File: config.mk
export PLATFORM = sky130hd
export DESIGN_NAME = deckScanner
export DESIGN_NICKNAME = d
export VERILOG_FILES = /design/src/verilog/winRatePkg.sv /design/src/verilog/deckScanner.sv
export SDC_FILE = /design/constraint.sdc
export NUM_CORES = 1
export LEC_CHECK = 0
export ABC_CLOCK_PERIOD_IN_PS = 5200
export BUFFER_PORTS_ARGS = -buffer_cell sky130_fd_sc_hd__buf_2
export CORE_ASPECT_RATIO = 0.75
export CORE_MARGIN = 5
export CORE_UTILIZATION = 30
export DETAILED_ROUTE_END_ITERATION = 12
export PLACE_DENSITY_LB_ADDON = 0.3
export RECOVER_POWER = 100
export SYNTH_ARGS = -nofsm -noshare
export SYNTH_HDL_FRONTEND = slang
export SYNTH_SLANG_ARGS = --single-unit
File: constraint.sdc
create_clock -name clk -period 5.2 [get_ports clk]
set_input_delay 0.78 -clock clk [delete_from_list [all_inputs] [get_ports clk]]
set_output_delay 0.78 -clock clk [all_outputs]
set_load 0.03 [all_outputs]
File: src/verilog/winRatePkg.sv
// shared sizes, widths and enums for the nine-seat win-rate engine
// design files refer to these by scoped names, e.g. winRatePkg::Idle
package winRatePkg;

    // ============================================================
    // table and deck
    // ============================================================
    localparam int NumPlayers   = 9;
    localparam int HoleCards    = 2 * NumPlayers;
    localparam int PubCards     = 3;
    localparam int DeckSize     = 52;
    localparam int RanksPerSuit = 13;
    // the two is rank 2, the ace is rank 14
    localparam int MinRank      = 2;
    localparam int RankWidth    = 4;
    localparam int SuitWidth    = 2;

    localparam int UnseenCards  = DeckSize - HoleCards - PubCards;
    localparam int PairCount    = UnseenCards * (UnseenCards - 1) / 2;

    // ============================================================
    // share arithmetic
    // ============================================================
    // one pair's share splits evenly among 1 to 9 winners
    localparam int ShareUnit    = 2520;
    localparam int RateDivisor  = PairCount * ShareUnit / 100;
    localparam int RateWidth    = 7;
    localparam int AccWidth     = 21;

    // category on top, then five kicker ranks, strongest first
    localparam int ScoreWidth   = 3 + 5 * RankWidth;

    typedef enum logic [2:0] {
        Idle, Load, Scan, Drain, Report
    } ctrlState_e;

    typedef enum logic [2:0] {
        HighCard, OnePair, TwoPair, Trips, FullHouse, Quads
    } handCategory_e;

endpackage

File: src/verilog/deckScanner.sv
// captures the deal, lists the 31 unseen ranks in deck order during Load,
// then presents every unseen pair once during Scan, one pair per clock
// a card's deck index is suit * 13 + rank - 2
module deckScanner (
    input  logic                                                 clk,
    input  logic                                                 rst_n,
    input  winRatePkg::ctrlState_e                               state,
    input  logic                                                 inValid,
    input  logic [winRatePkg::HoleCards*winRatePkg::RankWidth-1:0] inHoleNum,
    input  logic [winRatePkg::HoleCards*winRatePkg::SuitWidth-1:0] inHoleSuit,
    input  logic [winRatePkg::PubCards*winRatePkg::RankWidth-1:0]  inPubNum,
    input  logic [winRatePkg::PubCards*winRatePkg::SuitWidth-1:0]  inPubSuit,
    output logic [winRatePkg::HoleCards*winRatePkg::RankWidth-1:0] holeRanks,
    output logic [winRatePkg::PubCards*winRatePkg::RankWidth-1:0]  pubRanks,
    output logic [winRatePkg::RankWidth-1:0]                     turnRank,
    output logic [winRatePkg::RankWidth-1:0]                     riverRank,
    output logic                                                 pairValid,
    output logic                                                 loadDone,
    output logic                                                 pairLast
);
    localparam int Rw       = winRatePkg::RankWidth;
    localparam int Sw       = winRatePkg::SuitWidth;
    localparam int IdxWidth = $clog2(winRatePkg::DeckSize);
    localparam int PtrWidth = $clog2(winRatePkg::UnseenCards);

    logic [winRatePkg::HoleCards*Sw-1:0] holeSuit;
    logic [winRatePkg::PubCards*Sw-1:0]  pubSuit;
    logic [winRatePkg::DeckSize-1:0]     taken;
    logic [Rw-1:0]                       unseenQ [winRatePkg::UnseenCards];
    logic [IdxWidth-1:0]                 deckIdx;
    logic [PtrWidth-1:0]                 wrPtr;
    logic [PtrWidth-1:0]                 firstPtr;
    logic [PtrWidth-1:0]                 secondPtr;

    always_ff @(posedge clk) begin
        if (inValid && state == winRatePkg::Idle) begin
            holeRanks <= inHoleNum;
            holeSuit  <= inHoleSuit;
            pubRanks  <= inPubNum;
            pubSuit   <= inPubSuit;
        end
    end

    // mark the 21 dealt cards
    always_comb begin
        int idx;
        taken = '0;
        for (int h = 0; h < winRatePkg::HoleCards; h++) begin
            idx = int'(holeSuit[h*Sw +: Sw]) * winRatePkg::RanksPerSuit
                + int'(holeRanks[h*Rw +: Rw]) - winRatePkg::MinRank;
            if (idx >= 0 && idx < winRatePkg::DeckSize)
                taken[idx] = 1'b1;
        end
        for (int p = 0; p < winRatePkg::PubCards; p++) begin
            idx = int'(pubSuit[p*Sw +: Sw]) * winRatePkg::RanksPerSuit
                + int'(pubRanks[p*Rw +: Rw]) - winRatePkg::MinRank;
            if (idx >= 0 && idx < winRatePkg::DeckSize)
                taken[idx] = 1'b1;
        end
    end

    // ============================================================
    // Load: one deck index per cycle
    // ============================================================
    always_ff @(posedge clk or negedge rst_n) begin
        if (!rst_n) begin
            deckIdx <= '0;
            wrPtr   <= '0;
        end else if (state == winRatePkg::Load) begin
            deckIdx <= deckIdx + 1'b1;
            if (!taken[deckIdx])
                wrPtr <= wrPtr + 1'b1;
        end else begin
            deckIdx <= '0;
            wrPtr   <= '0;
        end
    end

    always_ff @(posedge clk) begin
        if (state == winRatePkg::Load && !taken[deckIdx])
            unseenQ[wrPtr] <= Rw'(deckIdx % winRatePkg::RanksPerSuit + winRatePkg::MinRank);
    end

    assign loadDone = (state == winRatePkg::Load) &&
                      (deckIdx == IdxWidth'(winRatePkg::DeckSize - 1));

    // ============================================================
    // Scan: second pointer runs above the first
    // ============================================================
    always_ff @(posedge clk or negedge rst_n) begin
        if (!rst_n) begin
            firstPtr  <= '0;
            secondPtr <= PtrWidth'(1);
        end else if (state == winRatePkg::Scan) begin
            if (secondPtr == PtrWidth'(winRatePkg::UnseenCards - 1)) begin
                firstPtr  <= firstPtr + 1'b1;
                secondPtr <= firstPtr + PtrWidth'(2);
            end else begin
                secondPtr <= secondPtr + 1'b1;
            end
        end else begin
            firstPtr  <= '0;
            secondPtr <= PtrWidth'(1);
        end
    end

    assign turnRank  = unseenQ[firstPtr];
    assign riverRank = unseenQ[secondPtr];
    assign pairValid = (state == winRatePkg::Scan);
    // last pair is the top two queue entries
    assign pairLast  = pairValid && (firstPtr == PtrWidth'(winRatePkg::UnseenCards - 2));

endmodule

### After elaboration in Yosys (flattened, before gate mapping)

Memory sizes are Yosys's and may differ from the RTL's.
Index checks and enable logic that the tools add are counted.

* flip-flop bits (word level): 147
* bits in latches: 0
* RAM bits: 124
* bits in read-only memories: 0
* input bits: 132
* word-level logic and storage cells: 313
* memories kept: 1

* add/sub/neg operators: 48
* multipliers: 21
* divide/modulo/power cells: 1
* magnitude comparators: 85
* equal/unequal tests: 7
* shift operators: 0
* mux-type cells: 74
* bitwise operators: 20
* reductions and logical operators: 48

Memories
* unseenQ: depth 31, width 4, rd ports 2, clocked after Yosys merged registers in 0, write ports 1, RTL line deckScanner.sv:29 `logic [Rw-1:0] unseenQ [winRatePkg::UnseenCards];`

Operators by type and width (count)
* 2-to-1 mux 52 bit: 21
* bitwise OR 52 bit: 20
* >= comparator 8 x 1 -> 1 bit (second input constant): 42
* < comparator 8 x 7 -> 1 bit (second input constant): 21
* < comparator 8 bit (second input constant): 21
* subtractor 7 x 2 -> 8 bit (second input constant): 21
* adder 6 x 4 -> 7 bit: 21
* demux 1 bit (select 6 bit): 21
* multiplier 2 x 4 -> 6 bit (second input constant): 21
* logical AND 1 bit: 46
* remainder unit 6 x 4 -> 32 bit (second input constant): 1
* 2-to-1 mux 5 bit: 6
* 2-to-1 mux 1 bit: 24
* adder 5 x 1 -> 5 bit (second input constant): 3
* equality test 5 bit (second input constant): 2
* < comparator 6 x 7 -> 1 bit (second input constant): 1
* adder 6 x 1 -> 6 bit (second input constant): 1
* binary-select mux 1 bit (select 6 bit): 1
* equality test 6 bit (second input constant): 1
* 2-to-1 mux 6 bit: 1
* adder 5 x 2 -> 5 bit (second input constant): 1
* adder 4 x 2 -> 4 bit (second input constant): 1
* equality test 3 x 1 -> 1 bit (second input constant): 1
* equality test 3 x 2 -> 1 bit (second input constant): 1
* other kinds (4): 4

### Depth between registers and ports, before layout

* word-level depth: 54
* gate-level depth with buffers: 21

### Worst setup path before layout

No wires, ideal clock.

* kind: input -> register
* from: input port state[0]
* to: register holeRanks[0] in the netlist's numbering (enable)
* library setup time: 0.970 ns
* arrival time: 13.861 ns
* setup slack: -9.631 ns
* stages: 1
* cells stage by stage: nor4b_1

* cells in the longest elaborated chain, start to end: 2

Ends and longest elaborated chain
* start: declaration: RTL line deckScanner.sv:7 `input winRatePkg::ctrlState_e state,`
* logical NOT 3 bit: RTL line deckScanner.sv:36 `if (inValid && state == winRatePkg::Idle) begin`
* logical AND 1 bit: RTL line deckScanner.sv:36
* end signal: assignment: RTL line deckScanner.sv:37 `holeRanks <= inHoleNum;`
* end: declaration: RTL line deckScanner.sv:13 `output logic [winRatePkg::HoleCards*winRatePkg::RankWidth-1:0] holeRanks,`

Every way passes these cells.
A chain may end at the register's enable or synchronous reset.

### Worst setup path after layout

* from: register deckIdx[0]
* to: memory unseenQ[28][1] in the netlist's numbering (enable)

* cells in the longest elaborated chain, start to end: 6

Ends and longest elaborated chain
* start: declaration: RTL line deckScanner.sv:30 `logic [IdxWidth-1:0] deckIdx;`
* start signal: assignment: RTL line deckScanner.sv:70 `deckIdx <= deckIdx + 1'b1;`
* binary-select mux 1 bit (select 6 bit): RTL line deckScanner.sv:80 `if (state == winRatePkg::Load && !taken[deckIdx])`
* 2-to-1 mux 1 bit (not written as such): RTL line deckScanner.sv:80
* logical NOT 1 bit: RTL line deckScanner.sv:80
* logical AND 1 bit: RTL line deckScanner.sv:80
* 2-to-1 mux 1 bit: RTL line deckScanner.sv:80
* 2-to-1 mux 1 bit (not written as such): RTL line deckScanner.sv:81 `unseenQ[wrPtr] <= Rw'(deckIdx % winRatePkg::RanksPerSuit + winRatePkg::MinRank);`
* end: declaration: RTL line deckScanner.sv:29

Every way passes these cells. The select of a mux whose other input is x is not followed.

==> flow_summary.yaml <==
floorplanning:
  die_w_um: 360
  initial_core_util: 0.302
  die_h_um: 272
  core_um2: 91300
  ioPinCount: 227
  core.rowCount: 96
  die_area_um2: 98000
pwr:
  max-vdd-ir-drop_mv: 0.276
  design_power_total_w: 0.00890
  power.density_nw_per_um2: 210
  p_leak_nw: 16.8
routing:
  drtPass1Iterations: 6
  drt_wl_total_um: 221000
  wl_per_cell_um: 39.8
  antenna_left: 0
  vias: 34807
  drc_errors: 0
  vias_per_cell: 6.27
  drtIter0Drc: 5274
grt:
  antenna_found_initial: 19
  grt_overflow_total: 0
  gr-usage-all-layers: 0.433
  grt_first_pass_wirelength_um: 292000
  grt_pass1_vias: 33247
  grt_max_degree: 79
finish:
  final_core_util: 0.465
  drive_gt1_frac: 0.424
  nNetsFinal: 4654
  syn_to_final_growth_pct: 54.2
  design_area_um2: 42500
  num-fill-cells: 8889
setup_path:
  cp_common_cell: "buf_4"
  cpMaxStageDelayCell: "clkbuf_1"
  endpoint: "unseenQ[28][1]$_DFFE_PP_"
  crit_type: "flop to flop"
  end_kind: "flop"
  crit_arrival_ns: 5.74
  slowest_delay_ns: 1.59
  critPathMaxFanout: 25
  cp-start-kind: "flop"
  worstRegToRegCells: 14
  r2r-start: "deckIdx[0]$_DFF_PN0_"
  required_ns: 5.57
  crit_path_start: "deckIdx[0]$_DFF_PN0_"
  rrSetupSlack_ns: -0.17
  path_cells: "clkbuf_1 > o211ai_1 > a2111oi_4 > buf_4 > o221ai_1 > buf_4 > nor2_1 > o32ai_2 > a211oi_2 > nor3b_4 > nor2_4 > buf_12 > clkbuf_16 > and3_4"
  r2r_end: "unseenQ[28][1]$_DFFE_PP_"
run:
  cap_violations: 4
yosys:
  yosysTopAreaCell: "edfxtp_1"
  ys_types: 99
  ys_ff_latch: 271
  avgSynthCellArea_um2: 9.24
  synth.net_count: 3341
  synthTopCellsByCount: "250 x edfxtp_1, 238 x nor2_1, 216 x inv_1"
  synth_top_area_frac: 0.273
  netlist_instances: 2982
  synth_top_flop_cell: "edfxtp_1"
  synth_area_leaders: "edfxtp_1 27%, ha_1 7.5%, mux4_2 5.9%, fa_1 4.6%, o22ai_1 4.4%"
  synth_warnings: 0
  async_flop_share: 0.0775
  syn_area_um2: 27500
  synth-edff-count: 250
  synth-seq-area-share: 0.292
  yosysMostFrequentCell: "edfxtp_1"
timing:
  fin_skew_ns: 0.0176
  worst_pin_slew_ns: 4.42
  final-setup-viol-count: 126
  fmax_mhz: 186
  maxSlewViolCount: 194
  rsz0062_at_grt: "yes"
  setup_ws_ns: -0.170
  finalCritPeriodShare: 1.03
  slew_headroom: -1.94
  hold_viol: 0
  min_period_ns: 5.37
min_path:
  hold_class: "primary input to flop"
clock_network:
  clkSinkCount: 271
  cts_made_buffers: 29
  clkTransAtPathRegs_ns: 0.07
  hold_buffers: 0
  cts_root_buffer: "clkbuf_16"
  h-tree-depth: 1
  clkLatencyLatePin_ns: 0.66
  cts_buffer_depth: 3
  cts_tree: "yes"
placement:
  io_buffers: 226
  place_area_um2: 39300
  gp_congestion: 1.20
  hpwl_um: 186000
outcome:
  status: "finished with violations"
  violations: "capacitance limit, slew limit, setup timing"
## where the power goes
group / total (W) / leakage [nW] / switching [W] / internal (W)
registers: 0.00244 / 2.57 / 0.0000344 / 0.00241
logic: 0.00411 / 13.7 / 0.00251 / 0.00160
clock network: 0.00235 / 0.497 / 0.00102 / 0.00133
## registers in the layout, indices dropped and copies added (netlist names)
signal	count
pubSuit	6
wrPtr	5
holeSuit	36
deckIdx	6
firstPtr	5
pubRanks	12
holeRanks	72
unseenQ	124
secondPtr	5
## timing repair
| item | CTS | global route |
|---|---|---|
| pin swaps | 51 | 25 |
| gates resized for setup | 340 | 62 |
| setup endpoints to repair | 129 | 127 |
| buffers inserted | 32 | 9 |
| gates cloned | 3 | 1 |
## area by class of cell
class | count | area [µm²] | area share
clock inverter | 21 | 298 | 0.00701
tap | 1225 | 1530 | 0.0361
clock buffer | 33 | 741 | 0.0174
sequential | 271 | 8040 | 0.189
antenna | 9 | 22.5 | 0.000530
timing repair buffer | 1409 | 11000 | 0.258
multi-input combinational | 2365 | 20100 | 0.473
inverter | 219 | 822 | 0.0194
## kinds of logic after synthesis
family | Yosys count | share of synthesized area
DFF | 271 | 0.292
muxes | 114 | 0.0755
AOI/OAI and AO/OA | 796 | 0.211
and+or+nand+nor | 1118 | 0.217
xor gates and xnor gates | 110 | 0.0359
adders and majority gates | 227 | 0.120
buffers and inverters | 346 | 0.0482
## critical path, delay by kind of cell, from the launching register on
family / cells / cell delay, ns
AOI/OAI and AO/OA: 5 / 1.86
buffers and inverters: 5 / 2.28
DFF: 1 / 0.35
and+or+nand+nor: 4 / 0.60
## metal layers
layer / global-route usage / vias to the layer above / part of all wire
li1: - / 14320 / -
met1: 0.591 / 17225 / 0.42
met3: 0.180 / 594 / 0.14
met5: 0 / - / 0.00073
met2: 0.571 / 2652 / 0.37
met4: 0.242 / 16 / 0.074
## cell usage in the layout, fill, tap and decap left out, drive strengths merged, types with 23 or more instances in the layout
cell type	Yosys	layout
buf	31	1299
edfxtp	250	250
nor2	239	239
inv	216	218
o22ai	192	192
nand2	172	172
ha	164	164
clkbuf	96	143
nand3	133	133
nor3	132	132
xnor2	82	82
a21oi	81	81
mux4	72	72
o2111ai	65	65
fa	63	63
o21ai	62	62
a211oi	60	60
a22oi	57	57
nor4	52	52
nand4	51	51
nand3b	51	51
and3	37	37
or2	35	35
a2111oi	34	34
and2	33	33
o211ai	31	31
mux2	30	30
and3b	28	28
nor2b	28	28
xor2	28	28
a221oi	27	27
or3b	26	26
nand2b	24	24
a21o	23	23
or3	23	23
## worst min-delay path by stage
stage / start / end / slack (ns) / cells after the start
final: inHoleNum[13] / holeRanks[13]$_DFFE_PP_ / 0.29 / 1
after global routing: inHoleNum[12] / holeRanks[12]$_DFFE_PP_ / 0.27 / 1
after CTS: rst_n / secondPtr[4]$_DFF_PN0_ / 0.11 / 1
after detailed placement: wrPtr[0]$_DFFE_PN0P_ / wrPtr[0]$_DFFE_PN0P_ / 0.62 / 2
after global placement: wrPtr[0]$_DFFE_PN0P_ / wrPtr[0]$_DFFE_PN0P_ / 0.62 / 2
after floorplan: rst_n / deckIdx[0]$_DFF_PN0_ / 0.48 / 0
## stage by stage
stage | cells | setup WS (ns) | hold slack (ns) | TNS (ns)
after floorplan | 2982 | -0.0956 | 0.484 | -12.05
after global placement | 5448 | -0.613 | 0.624 | -74.50
after detailed placement | 5448 | -0.704 | 0.617 | -84.96
after CTS | 5534 | -0.0356 | 0.110 | -1.21
after global routing | 5543 | -0.257 | 0.268 | -29.05
final | 5552 | -0.170 | 0.293 | -15.84
Note: power is estimated with default switching activity, not from simulation.
