### src/verilog/winRatePkg.sv
// shared sizes, widths and enums for the nine-seat win-rate engine
// design files refer to these by scoped names, e.g. winRatePkg::Idle
package winRatePkg;

    // ============================================================
    // table and deck
    // ============================================================
    localparam int NumPlayers   = 9;
    localparam int HoleCards    = 2 * NumPlayers;
    localparam int PubCards     = 3;
    localparam int DeckSize     = 52;
    localparam int RanksPerSuit = 13;
    // the two is rank 2, the ace is rank 14
    localparam int MinRank      = 2;
    localparam int RankWidth    = 4;
    localparam int SuitWidth    = 2;

    localparam int UnseenCards  = DeckSize - HoleCards - PubCards;
    localparam int PairCount    = UnseenCards * (UnseenCards - 1) / 2;

    // ============================================================
    // share arithmetic
    // ============================================================
    // one pair's share splits evenly among 1 to 9 winners
    localparam int ShareUnit    = 2520;
    localparam int RateDivisor  = PairCount * ShareUnit / 100;
    localparam int RateWidth    = 7;
    localparam int AccWidth     = 21;

    // category on top, then five kicker ranks, strongest first
    localparam int ScoreWidth   = 3 + 5 * RankWidth;

    typedef enum logic [2:0] {
        Idle, Load, Scan, Drain, Report
    } ctrlState_e;

    typedef enum logic [2:0] {
        HighCard, OnePair, TwoPair, Trips, FullHouse, Quads
    } handCategory_e;

endpackage

### src/verilog/winRateCtrl.sv
// run sequencer for the win-rate engine
// Idle waits for a strobe, Load compacts the deck, Scan walks the pairs,
// Drain lets the pipeline empty and Report publishes the rates
module winRateCtrl (
    input  logic                   clk,
    input  logic                   rst_n,
    input  logic                   inValid,
    input  logic                   loadDone,
    input  logic                   pairLast,
    output winRatePkg::ctrlState_e state
);
    winRatePkg::ctrlState_e nextState;

    always_ff @(posedge clk or negedge rst_n) begin
        if (!rst_n) begin
            state <= winRatePkg::Idle;
        end else begin
            state <= nextState;
        end
    end

    always_comb begin
        nextState = state;
        case (state)
            winRatePkg::Idle: begin
                // strobes outside Idle are dropped here
                if (inValid) begin
                    nextState = winRatePkg::Load;
                end
            end
            winRatePkg::Load: begin
                if (loadDone) begin
                    nextState = winRatePkg::Scan;
                end
            end
            winRatePkg::Scan: begin
                if (pairLast) begin
                    nextState = winRatePkg::Drain;
                end
            end
            // one cycle for the last pair to leave the judge
            winRatePkg::Drain:  nextState = winRatePkg::Report;
            winRatePkg::Report: nextState = winRatePkg::Idle;
            default:            nextState = winRatePkg::Idle;
        endcase
    end

endmodule

### config.mk
export PLATFORM = sky130hd
export DESIGN_NAME = winRateCtrl
export DESIGN_NICKNAME = d
export VERILOG_FILES = /design/src/verilog/winRatePkg.sv /design/src/verilog/winRateCtrl.sv
export SDC_FILE = /design/constraint.sdc
export NUM_CORES = 1
export LEC_CHECK = 0
export ABC_CLOCK_PERIOD_IN_PS = 1200
export BUFFER_PORTS_ARGS = -buffer_cell sky130_fd_sc_hd__buf_2
export CELL_PAD_IN_SITES_DETAIL_PLACEMENT = 0
export CELL_PAD_IN_SITES_GLOBAL_PLACEMENT = 1
export CORE_AREA = 8 8 45 47
export DETAILED_ROUTE_END_ITERATION = 7
export DIE_AREA = 0 0 53 55
export PLACE_DENSITY = 0.4
export REMOVE_ABC_BUFFERS = 1
export SLEW_MARGIN = 20
export SYNTH_ARGS = -nofsm -noshare
export SYNTH_HDL_FRONTEND = slang
export SYNTH_SLANG_ARGS = --single-unit
### constraint.sdc
create_clock -name clk -period 1.2 [get_ports clk]
set_input_delay 0.12 -clock clk [delete_from_list [all_inputs] [get_ports clk]]
set_output_delay 0.12 -clock clk [all_outputs]
set_load 0.01 [all_outputs]
# Yosys cells after proc, flatten, opt, wreduce, memory -nomap -nowiden
# Cells that the tools add are included.
[classes] add_sub_neg=0 muxes=4 bitwise=0 n_reduce_logical=2 shifts=0 div=0 n_lt_le_gt_ge=0 n_eq_ne=6 n_mul=0
[ops] op="one-hot mux 3 bit (4 select lines)" n=1
[ops] op="two-way mux 3 bit" n=3
[ops] op="equality test 3 x 2 -> 1 bit, second input constant" n=2
[ops] op="!= test 2 bit, second input constant" n=3
[ops] op="equality test 3 x 1 -> 1 bit, second input constant" n=1
[ops] op="zero test 3 bit" n=1
[ops] op="AND reduction 3 bit" n=1
[totals] ramBits=0 register_bits=3 rom_bits=0 output_inout_bits=3 mem_count=0 wordCells=13 latchBits=0

# Longest topological paths before layout
# Gate-level depths: netlist (run 1).
[logic_depth] ltp_word=3 mapped_depth=3 depth_no_buf=3

# Least setup slack after synthesis (run 1)
# Ideal clock, no wire load.
[synth_path] kind="register to register" from="reg state[0]" to="reg state[0]" t_arrival_ps=822 path_stages_with_launch=4 path_buffers=0 t_required_ps=1066 slack_ps=244 period_less_slack_ps=956 path_cell_list="dfrtp_1 -> and2b_1 -> nor3_2 -> a211oi_2"
[synth_via] elab_chain_cells=3
[synth_rtl] item="start: declaration" line="winRateCtrl.sv:10" rtl="output winRatePkg::ctrlState_e state"
[synth_rtl] item="start signal: assignment" line="winRateCtrl.sv:16" rtl="state <= winRatePkg::Idle;"
[synth_rtl] item="start signal: assignment" line="winRateCtrl.sv:18" rtl="state <= nextState;"
[synth_rtl] item="equality test 3 x 2 -> 1 bit (tied with other cells)" line="winRateCtrl.sv:24" rtl="case (state)"
[synth_rtl] item="!= test 2 bit (no line)"
[synth_rtl] item="AND reduction 3 bit (no line)"
# Parallel ways exist; a longest one is shown, timed or not.
# A chain may end at the register's enable or synchronous reset.

# Final worst setup path (run 1)
# Same ends and word-level chain as after synthesis.

==> flow_summary.toml, run 1 <==
[clock_tree]
cts_buffers = 3
postCtsSetupRepairBufs = 0
root_buffer = "clkbuf_4"
cts_max_level = 1
clk_pin_slew_worst_paths_ns = 0.04
clock_sinks = 3
cts_tree = "built"
clock_path_buffers = 2
clk_latency_ns = 0.23

[synthesis]
ys_top_cells_by_count = "dfrtp_1, and2b_1, nand2_1, nor2_1"
synth_cell_types = 8
yosys_register_bits = 3
synth_most_common_cell = "dfrtp_1"
synth.cell_area_um2 = 145
synth_top_cell_by_area = "dfrtp_1"
synth_flop_cell = "dfrtp_1"
synthesis.instances = 13
synth_warnings = 0
avgSynthCellArea_um2 = 11.2
synth_edf_count = 0
yosys-top-cells-area = "dfrtp_1, and2b_1, a211oi_2"
ys_seq_area_share_pct = 51.7
synthDominantCellAreaShare_pct = 51.7
synthArstFlopShare_pct = 100

[floorplanning]
num_rows = 14
core_mm2 = 0.00138
die_h_um = 55
initial_core_util_pct = 10.5
dieArea_mm2 = 0.00292
die_w_um = 53
ios = 8

[global_routing]
grt_use_total_pct = 3.12
grt_max_degree = 8
grt_pass1_vias = 114
antenna_found_initial = 0
grt_pass1_wl_um = 545
grt.overflow.total = 0

[place]
gp_congestion = 0.646
io_buffers = 7
post-place-ws_ns = 0.209

[critical_path]
crit_chain = "and2b_1 > nor3_2 > a211oi_2"
slowest_stage = "dfrtp_1"
crit_fanout = 7
end_kind = "register"
start_kind = "register"
critPathKind = "reg -> reg"
max_stage_delay_ns = 0.43
arrival_ns = 1.13
cp_data_required_time_ns = 1.34
ff2ff_path_depth = 3
r2r-start = "state[0]$_DFFE_PN0P_"
r2r-end = "state[0]$_DFFE_PN0P_"
reg2reg_slack_ns = 0.22

[detailed_routing]
drc_errors = 0
first_pass_iters = 2
vias = 129
drt-total-wl_um = 386
detail-route-antenna-nets = 0
drt-wirelength-per-cell_um = 9.41
drtIter0Drc = 2
post_drt_via_cell_ratio = 3.15

[min_path]
holdPathStages = 3
min_from = "pairLast"
hold_path_end = "state[0]$_DFFE_PN0P_"
hp-class = "in -> reg"

[finish]
area_growth_pct = 62.9
multi_input_area_um2 = 70.1
largest_reg_flops = 3
reg_top3 = "state (3)"
fill_cells = 160
ff_latch_area_um2 = 75.1
top_register = "state"
antennaDiodeCount = 0
layout-drive-gt1-share_pct = 52.0
fin_nets = 31

[timing]
max_freq_mhz = 1020
fin_crit_ns = 0.985
hold_ws_ns = 0.175
fin_crit_sh_pct = 82.1
worst_pin_slew_ns = 0.202
setup_ws_ns = 0.215
rsz0062_at_grt = "no"
slew-limit-headroom_pct = 86.5
hold_viol_final = 0
final.setup_skew_ns = 0.00130
finalSetupViolCount = 0
slew_viol_final = 0
fin_setup_tns_ns = 0

[power]
vdd_drop_max_uv = 692
powerDensity_mw_per_mm2 = 2450
leakage_uw = 0.000118

[flow_run]
cap_violations = 0

[status]
status = "complete, no violations"
-- logic make-up after synthesis --
logic type	synth area share (%)
AO/OA/AOI/OAI	8.62
AND/OR/NAND/NOR	31.9
flip-flops	51.7
multiplexers	7.76
-- placed cells by master (no fill, tap or decap) --
master	n
clkbuf_4	3
nand2b_1	1
dlygate4sd3_1	1
nor2_1	2
nor3_2	1
buf_2	7
mux2_2	1
nand2_1	2
a211oi_2	1
clkbuf_1	1
and2b_1	2
dfrtp_1	3
-- per-stage QoR --
step | instance area [um^2] | total power (uW) | utilization (%) | std cells
global route | 236 | 631 | 17.1 | 41
CTS | 236 | 596 | 17.1 | 41
global placement | 200 | 401 | 14.5 | 36
detailed placement | 200 | 406 | 14.5 | 36
finish | 236 | 580 | 17.1 | 41
floorplan | 145 | 325 | - | 13
-- worst max-delay path, delay by kind of cell, from the launching register on --
kind	cells	cell delay [ns]
compound gates	1	0.20
flops	1	0.43
simple gates	2	0.27
-- worst max-delay path by stage --
stage | startpoint | to | slack [ns] | cells past startpoint
4_1_cts | state[0]$_DFFE_PN0P_ | state[0]$_DFFE_PN0P_ | 0.20 | 3
2_1_floorplan | state[0]$_DFFE_PN0P_ | state[0]$_DFFE_PN0P_ | 0.24 | 3
5_1_grt | state[0]$_DFFE_PN0P_ | state[0]$_DFFE_PN0P_ | 0.16 | 3
3_3_place_gp | state[0]$_DFFE_PN0P_ | state[0]$_DFFE_PN0P_ | 0.25 | 3
3_5_place_dp | state[0]$_DFFE_PN0P_ | state[0]$_DFFE_PN0P_ | 0.21 | 3
6_report | state[0]$_DFFE_PN0P_ | state[0]$_DFFE_PN0P_ | 0.22 | 3
-- cell type report --
class	count	share of cell area [%]
Clock buffer	4	11.1
Tap cell	16	8.47
Multi-Input combinational cell	10	29.6
Sequential cell	3	31.7
Timing Repair Buffer	8	19.0
-- power by group --
group | switching (uW) | internal (uW) | total, uW
Clock | 52.7 | 125 | 177
Sequential | 64.0 | 145 | 209
Combinational | 85.7 | 108 | 194
-- what timing repair did --
| item | CTS | global route |
|---|---|---|
| gates resized for setup | 0 | 0 |
| endpoints found under the hold margin | 3 | 0 |
| hold buffers | 1 | 0 |
-- per-layer routing --
metal | GRT usage (%) | vias up | share of wire, %
met3 | 2.14 | 2 | 17
met2 | 1.95 | 10 | 23
met1 | 3.66 | 51 | 57
met5 | 0 | - | 0
li1 | - | 66 | -
met4 | 6.47 | 0 | 3.6
No activity file was read; power rests on OpenSTA's default activity.
==> run 2, diff against run 1 <==
--- a/config.mk
+++ b/config.mk
@@ -5,14 +5,15 @@
 export SDC_FILE = /design/constraint.sdc
 export NUM_CORES = 1
 export LEC_CHECK = 0
-export ABC_CLOCK_PERIOD_IN_PS = 1200
+export ABC_AREA = 1
+export ABC_CLOCK_PERIOD_IN_PS = 800
 export BUFFER_PORTS_ARGS = -buffer_cell sky130_fd_sc_hd__buf_2
 export CELL_PAD_IN_SITES_DETAIL_PLACEMENT = 0
 export CELL_PAD_IN_SITES_GLOBAL_PLACEMENT = 1
 export CORE_AREA = 8 8 45 47
 export DETAILED_ROUTE_END_ITERATION = 7
 export DIE_AREA = 0 0 53 55
-export PLACE_DENSITY = 0.4
+export PLACE_DENSITY = 0.46
 export REMOVE_ABC_BUFFERS = 1
 export SLEW_MARGIN = 20
 export SYNTH_ARGS = -nofsm -noshare
==> constraint.sdc (replaced) <==
create_clock -name clk -period 0.8 [get_ports clk]
set_input_delay 0.08 -clock clk [delete_from_list [all_inputs] [get_ports clk]]
set_output_delay 0.08 -clock clk [all_outputs]
set_load 0.01 [all_outputs]
==> run 2 against run 1 <==
  * The flow now finishes with violations (negative setup slack)
  * Total power grew 100%
  * Worst setup slack lost 0.40 ns
  * Synthesized area grew 16%
  * Core utilization grew 4.7 points
  * Critical path depth shrank 1
  * Clock power grew 50%
  * Via count grew 45%
  * Register-to-register slack lost 0.35 ns
  * Die area is the same
  * Sequential share of layout area shrank 6.0 points
  * Clock skew grew 0.0018 ns
  * Highest routed layer unchanged
==> flow_summary.toml, run 2 <==
[timing]
setup_ws_ns = -0.185
rsz0062_at_grt = "yes"
slew_viol_final = 0
hold_viol_final = 0
fin_crit_ns = 0.985
max_freq_mhz = 1020
hold_ws_ns = 0.138
slew-limit-headroom_pct = 88.9
final.setup_skew_ns = 0.00305
fin_setup_tns_ns = -0.597
finalSetupViolCount = 6
worst_pin_slew_ns = 0.166
fin_crit_sh_pct = 123

[clock_tree]
clk_pin_slew_worst_paths_ns = 0.04
postCtsSetupRepairBufs = 0
root_buffer = "clkbuf_4"
clock_path_buffers = 2
cts_max_level = 1
clk_latency_ns = 0.23
cts_tree = "built"
clock_sinks = 3
cts_buffers = 3

[synthesis]
synth.cell_area_um2 = 169
yosys_register_bits = 3
ys_top_cells_by_count = "nand2_1, dfrtp_1, nand3_1, nor2_1"
synth_warnings = 0
synthDominantCellAreaShare_pct = 44.4
ys_seq_area_share_pct = 44.4
synthesis.instances = 22
synth_edf_count = 0
yosys-top-cells-area = "dfrtp_1, nand3_2, nand2_1"
avgSynthCellArea_um2 = 7.68
synth_flop_cell = "dfrtp_1"
synthArstFlopShare_pct = 100
synth_top_cell_by_area = "dfrtp_1"
synth_most_common_cell = "nand2_1"
synth_cell_types = 10

[floorplanning]
die_w_um = 53
core_mm2 = 0.00138
ios = 8
initial_core_util_pct = 12.2
dieArea_mm2 = 0.00292
num_rows = 14
die_h_um = 55

[status]
violations = "negative setup slack"
status = "finished with violations"

[finish]
layout_commonest_cell = "buf_2"
layout-drive-gt1-share_pct = 61.1
area_growth_pct = 78.5
largest_reg_flops = 3
fin_nets = 42
reg_top3 = "state (3)"
antennaDiodeCount = 0
top_register = "state"
utilization_pct = 21.8
fill_cells = 166
final_cell_mix = "buf_2, nand2_1, nand3_1, clkbuf_4, buf_6"

[global_routing]
grt_pass1_wl_um = 683
antenna_found_initial = 0
grt.overflow.total = 0
grt_use_total_pct = 3.61
grt_max_degree = 6
grt_pass1_vias = 173

[detailed_routing]
vias = 187
first_pass_iters = 1
drt-wirelength-per-cell_um = 9.27
drt-total-wl_um = 482
post_drt_via_cell_ratio = 3.60
drtIter0Drc = 0
drc_errors = 0
detail-route-antenna-nets = 0

[critical_path]
r2r-start = "state[2]$_DFFE_PN0P_"
cpMostUsedCell = "buf_6"
critPathKind = "reg -> out"
slowest_stage = "dfrtp_2"
cp_data_required_time_ns = 0.72
cpLargestDelayFamily = "flip-flops"
arrival_ns = 0.90
max_stage_delay_ns = 0.43
crit_chain = "buf_6 > buf_6"
crit_buf_inv = 2
crit_fanout = 4
start_kind = "register"
end_kind = "primary output"
crit_start = "state[2]$_DFFE_PN0P_"

[flow_run]
cap_violations = 0

[power]
powerDensity_mw_per_mm2 = 3860
finalPower_uw = 1170
leakage_uw = 0.000148
vdd_drop_max_uv = 1130

[place]
post-place-ws_ns = -0.150
gp_congestion = 0.665
dp_hpwl_um = 352
io_buffers = 7

[min_path]
hp-class = "in -> reg"
min_from = "pairLast"
-- run 2: cell count changes in the layout (fill, tap and decap cells not counted), sizes merged --
cell / previous run / this run
nor2: 2 / 3
and2b: 2 / 0
buf: 7 / 9
or2: 0 / 1
mux2: 1 / 0
nand3: 0 / 5
nand2b: 1 / 0
inv: 0 / 3
nand2: 2 / 6
a211oi: 1 / 0
-- run 2: per-layer routing --
layer | routed length (um) | GRT usage, % | share of wire, %
met1 | 218 | 3.51 | 45
met4 | 14 | 3.88 | 2.9
met5 | 0 | 0 | 0
met3 | 58 | 3.48 | 12
met2 | 191 | 4.10 | 40
-- run 2: path summary, 6_finish.rpt --
kind	end	slack [ns]	cells after the start
worst max-delay path	state[2]	-0.18	2
worst min-delay path	state[1]$_DFFE_PN0P_	0.14	3
worst max register to register	state[1]$_DFFE_PN0P_	-0.13	4
worst min register to register	state[2]$_DFFE_PN0P_	0.59	2
max in group asynchronous	state[1]$_DFFE_PN0P_	0.52	2
min in group asynchronous	state[2]$_DFFE_PN0P_	0.16	2
-- run 2: layout make-up --
| cell class | count | area, um^2 | share of cell area (%) |
|---|---|---|---|
| Multi-Input combinational cell | 16 | 90.1 | 29.9 |
| Inverter | 3 | 11.3 | 3.73 |
| Sequential cell | 3 | 77.6 | 25.7 |
| Clock buffer | 4 | 26.3 | 8.71 |
| Tap cell | 16 | 20.0 | 6.64 |
| Timing Repair Buffer | 10 | 76.3 | 25.3 |
-- run 2: logic make-up after synthesis --
| group | synth area share, % |
|---|---|
| AND/OR/NAND/NOR | 48.9 |
| flip-flops | 44.4 |
| buffers and inverters | 6.67 |
-- run 2: stage by stage --
step / instances / cell area (um^2)
after CTS: 52 / 285
after floorplan: 22 / 169
after global placement: 47 / 239
final: 52 / 302
after global routing: 52 / 302
after detailed placement: 47 / 239
-- run 2: report_power, final --
group	leakage (uW)	switching, uW	total [uW]	internal, uW
Clock	0.0000150	78.4	265	187
Combinational	0.0000977	287	572	285
Sequential	0.0000355	99.7	328	228
Total	0.000148	466	1170	700
-- run 2: worst register-to-register path: cells and delay by family (launching register included) --
kind / cells / cell delay [ns]
simple gates: 4 / 0.38
flops: 1 / 0.43
-- run 2: what timing repair did --
action	CTS	global route
pin swaps	0	2
resized for setup	2	6
hold buffers	1	0
setup endpoints to repair	6	6
hold endpoints to repair	3	0
==> run 3, diff against run 2 <==
--- a/config.mk
+++ b/config.mk
@@ -10,9 +10,9 @@
 export BUFFER_PORTS_ARGS = -buffer_cell sky130_fd_sc_hd__buf_2
 export CELL_PAD_IN_SITES_DETAIL_PLACEMENT = 0
 export CELL_PAD_IN_SITES_GLOBAL_PLACEMENT = 1
-export CORE_AREA = 8 8 45 47
+export CORE_AREA = 5 5 42 44
 export DETAILED_ROUTE_END_ITERATION = 7
-export DIE_AREA = 0 0 53 55
+export DIE_AREA = 0 0 47 49
 export PLACE_DENSITY = 0.46
 export REMOVE_ABC_BUFFERS = 1
 export SLEW_MARGIN = 20
==> run 3 against run 2 <==
  * The flow still finishes with violations (negative setup slack)
  * Non-clock buffer count grew 3
  * Die area shrank 21%
  * First-iteration DRC count grew 2
==> flow_summary.toml, run 3 (synthesis gave the netlist of run 2 again) <==
[status]
status = "finished with violations"
violations = "negative setup slack"

[timing]
final.setup_skew_ns = 0.00134
max_freq_mhz = 1030
rsz0062_at_grt = "yes"
finalSetupViolCount = 6
slew_viol_final = 0
fin_crit_sh_pct = 121
fin_crit_ns = 0.968
setup_ws_ns = -0.168
worst_pin_slew_ns = 0.150
hold_viol_final = 0
hold_ws_ns = 0.121
slew-limit-headroom_pct = 90.0

[finish]
final_cells = 55
antennaDiodeCount = 0
top_register = "state"
fin_nets = 45
final_cell_mix = "buf_6, nand2_1, buf_2"
layout-drive-gt1-share_pct = 66.7
reg_top3 = "state (3)"
area_growth_pct = 107
fill_cells = 163
ff_latch_area_um2 = 77.6
layout_commonest_cell = "buf_6"
utilization_pct = 24.9
multi_input_area_um2 = 101
largest_reg_flops = 3

[place]
dp_hpwl_um = 360
place_inst = 49
post-place-ws_ns = -0.120
gp_congestion = 0.735
io_buffers = 7

[detailed_routing]
drt-total-wl_um = 510
drt-wirelength-per-cell_um = 9.27
drc_errors = 0
drtIter0Drc = 2
vias = 202
first_pass_iters = 3
post_drt_via_cell_ratio = 3.67
detail-route-antenna-nets = 0

[critical_path]
ff2ff_path_depth = 4
r2r-start = "state[2]$_DFFE_PN0P_"
crit_start = "state[2]$_DFFE_PN0P_"
r2r-end = "state[1]$_DFFE_PN0P_"
setup.worst_path.end = "state[2]"
end_kind = "primary output"
critPathKind = "reg -> out"
arrival_ns = 0.89
start_kind = "register"
crit_fanout = 4
cp_data_required_time_ns = 0.72
reg2reg_slack_ns = -0.12

[power]
clkPwrFrac_pct = 18.6
powerDensity_mw_per_mm2 = 4030
power_frac_comb_pct = 58.2
finalPower_uw = 1410
swShare_pct = 38.3
pwr-share-seq_pct = 23.1
leakage_uw = 0.000172
intPower_uw = 867
switchingPower_uw = 540
vdd_drop_max_uv = 1400

[global_routing]
grt.overflow.total = 0
grt_pass1_wl_um = 772
grt_max_degree = 6
grt_pass1_vias = 208
grt_use_total_pct = 5.01
antenna_found_initial = 0

[clock_tree]
clk_pin_slew_worst_paths_ns = 0.04
cts_buffers = 3
clock_sinks = 3
cts_max_level = 1
clock_path_buffers = 2
cts_tree = "built"
root_buffer = "clkbuf_4"
clk_latency_ns = 0.23

[floorplanning]
core_mm2 = 0.00140
ios = 8
die_w_um = 47
initial_core_util_pct = 12.1
num_rows = 14
die_h_um = 49
dieArea_mm2 = 0.00230

[flow_run]
cap_violations = 0

[min_path]
hp-class = "in -> reg"
[run 3: stage by stage]
step | instance area [um^2] | TNS [ns]
after global placement | 254 | -0.232
after floorplan | 169 | -0.218
after detailed placement | 254 | -0.244
final | 349 | -0.703
after global routing | 349 | -0.995
after CTS | 310 | -0.737
[run 3: critical path, stage by stage, from the launching register on]
cell     delay, ns
dfrtp_2       0.42
buf_6         0.13
buf_6         0.11
[run 3: power by group through the flow]
stage | clock network, uW | registers (uW) | logic [uW]
after CTS | 280 | 300 | 669
after floorplan | 0 | 325 | 270
after detailed placement | 0 | 296 | 580
final | 262 | 325 | 819
after global placement | 0 | 294 | 583
after global routing | 297 | 342 | 886
[run 3: timing repair]
action | CTS | global route
pin swaps | 0 | 5
hold buffers | 1 | 0
setup buffers | 0 | 1
endpoints found under the hold margin | 3 | 0
resized for setup | 4 | 9
setup endpoints to repair | 6 | 6
[run 3: worst min-delay path by stage]
stage,start,to,slack [ns],cells after the start
3_3_place_gp,rst_n,state[2]$_DFFE_PN0P_,-0.12,1
3_5_place_dp,rst_n,state[2]$_DFFE_PN0P_,-0.12,1
4_1_cts,pairLast,state[1]$_DFFE_PN0P_,0.13,3
2_1_floorplan,rst_n,state[0]$_DFFE_PN0P_,-0.22,0
5_1_grt,pairLast,state[1]$_DFFE_PN0P_,0.16,3
6_report,pairLast,state[1]$_DFFE_PN0P_,0.12,3
[run 3: routing by layer]
| layer | vias to the layer above | part of all wire (%) | track usage [%] |
|---|---|---|---|
| met5 | - | 0 | 0 |
| met4 | 0 | 0 | 5.53 |
| met3 | 0 | 2.9 | 2.21 |
| met2 | 4 | 58 | 7.01 |
| met1 | 96 | 39 | 4.87 |
| li1 | 102 | - | - |
[run 3: cell type report]
cell class / instances / area share [%]
clock buffers: 4 / 7.53
inverters: 3 / 3.23
multi-input cells: 16 / 29.0
flip-flops and latches: 3 / 22.2
well taps: 16 / 5.73
repair buffers: 13 / 32.3
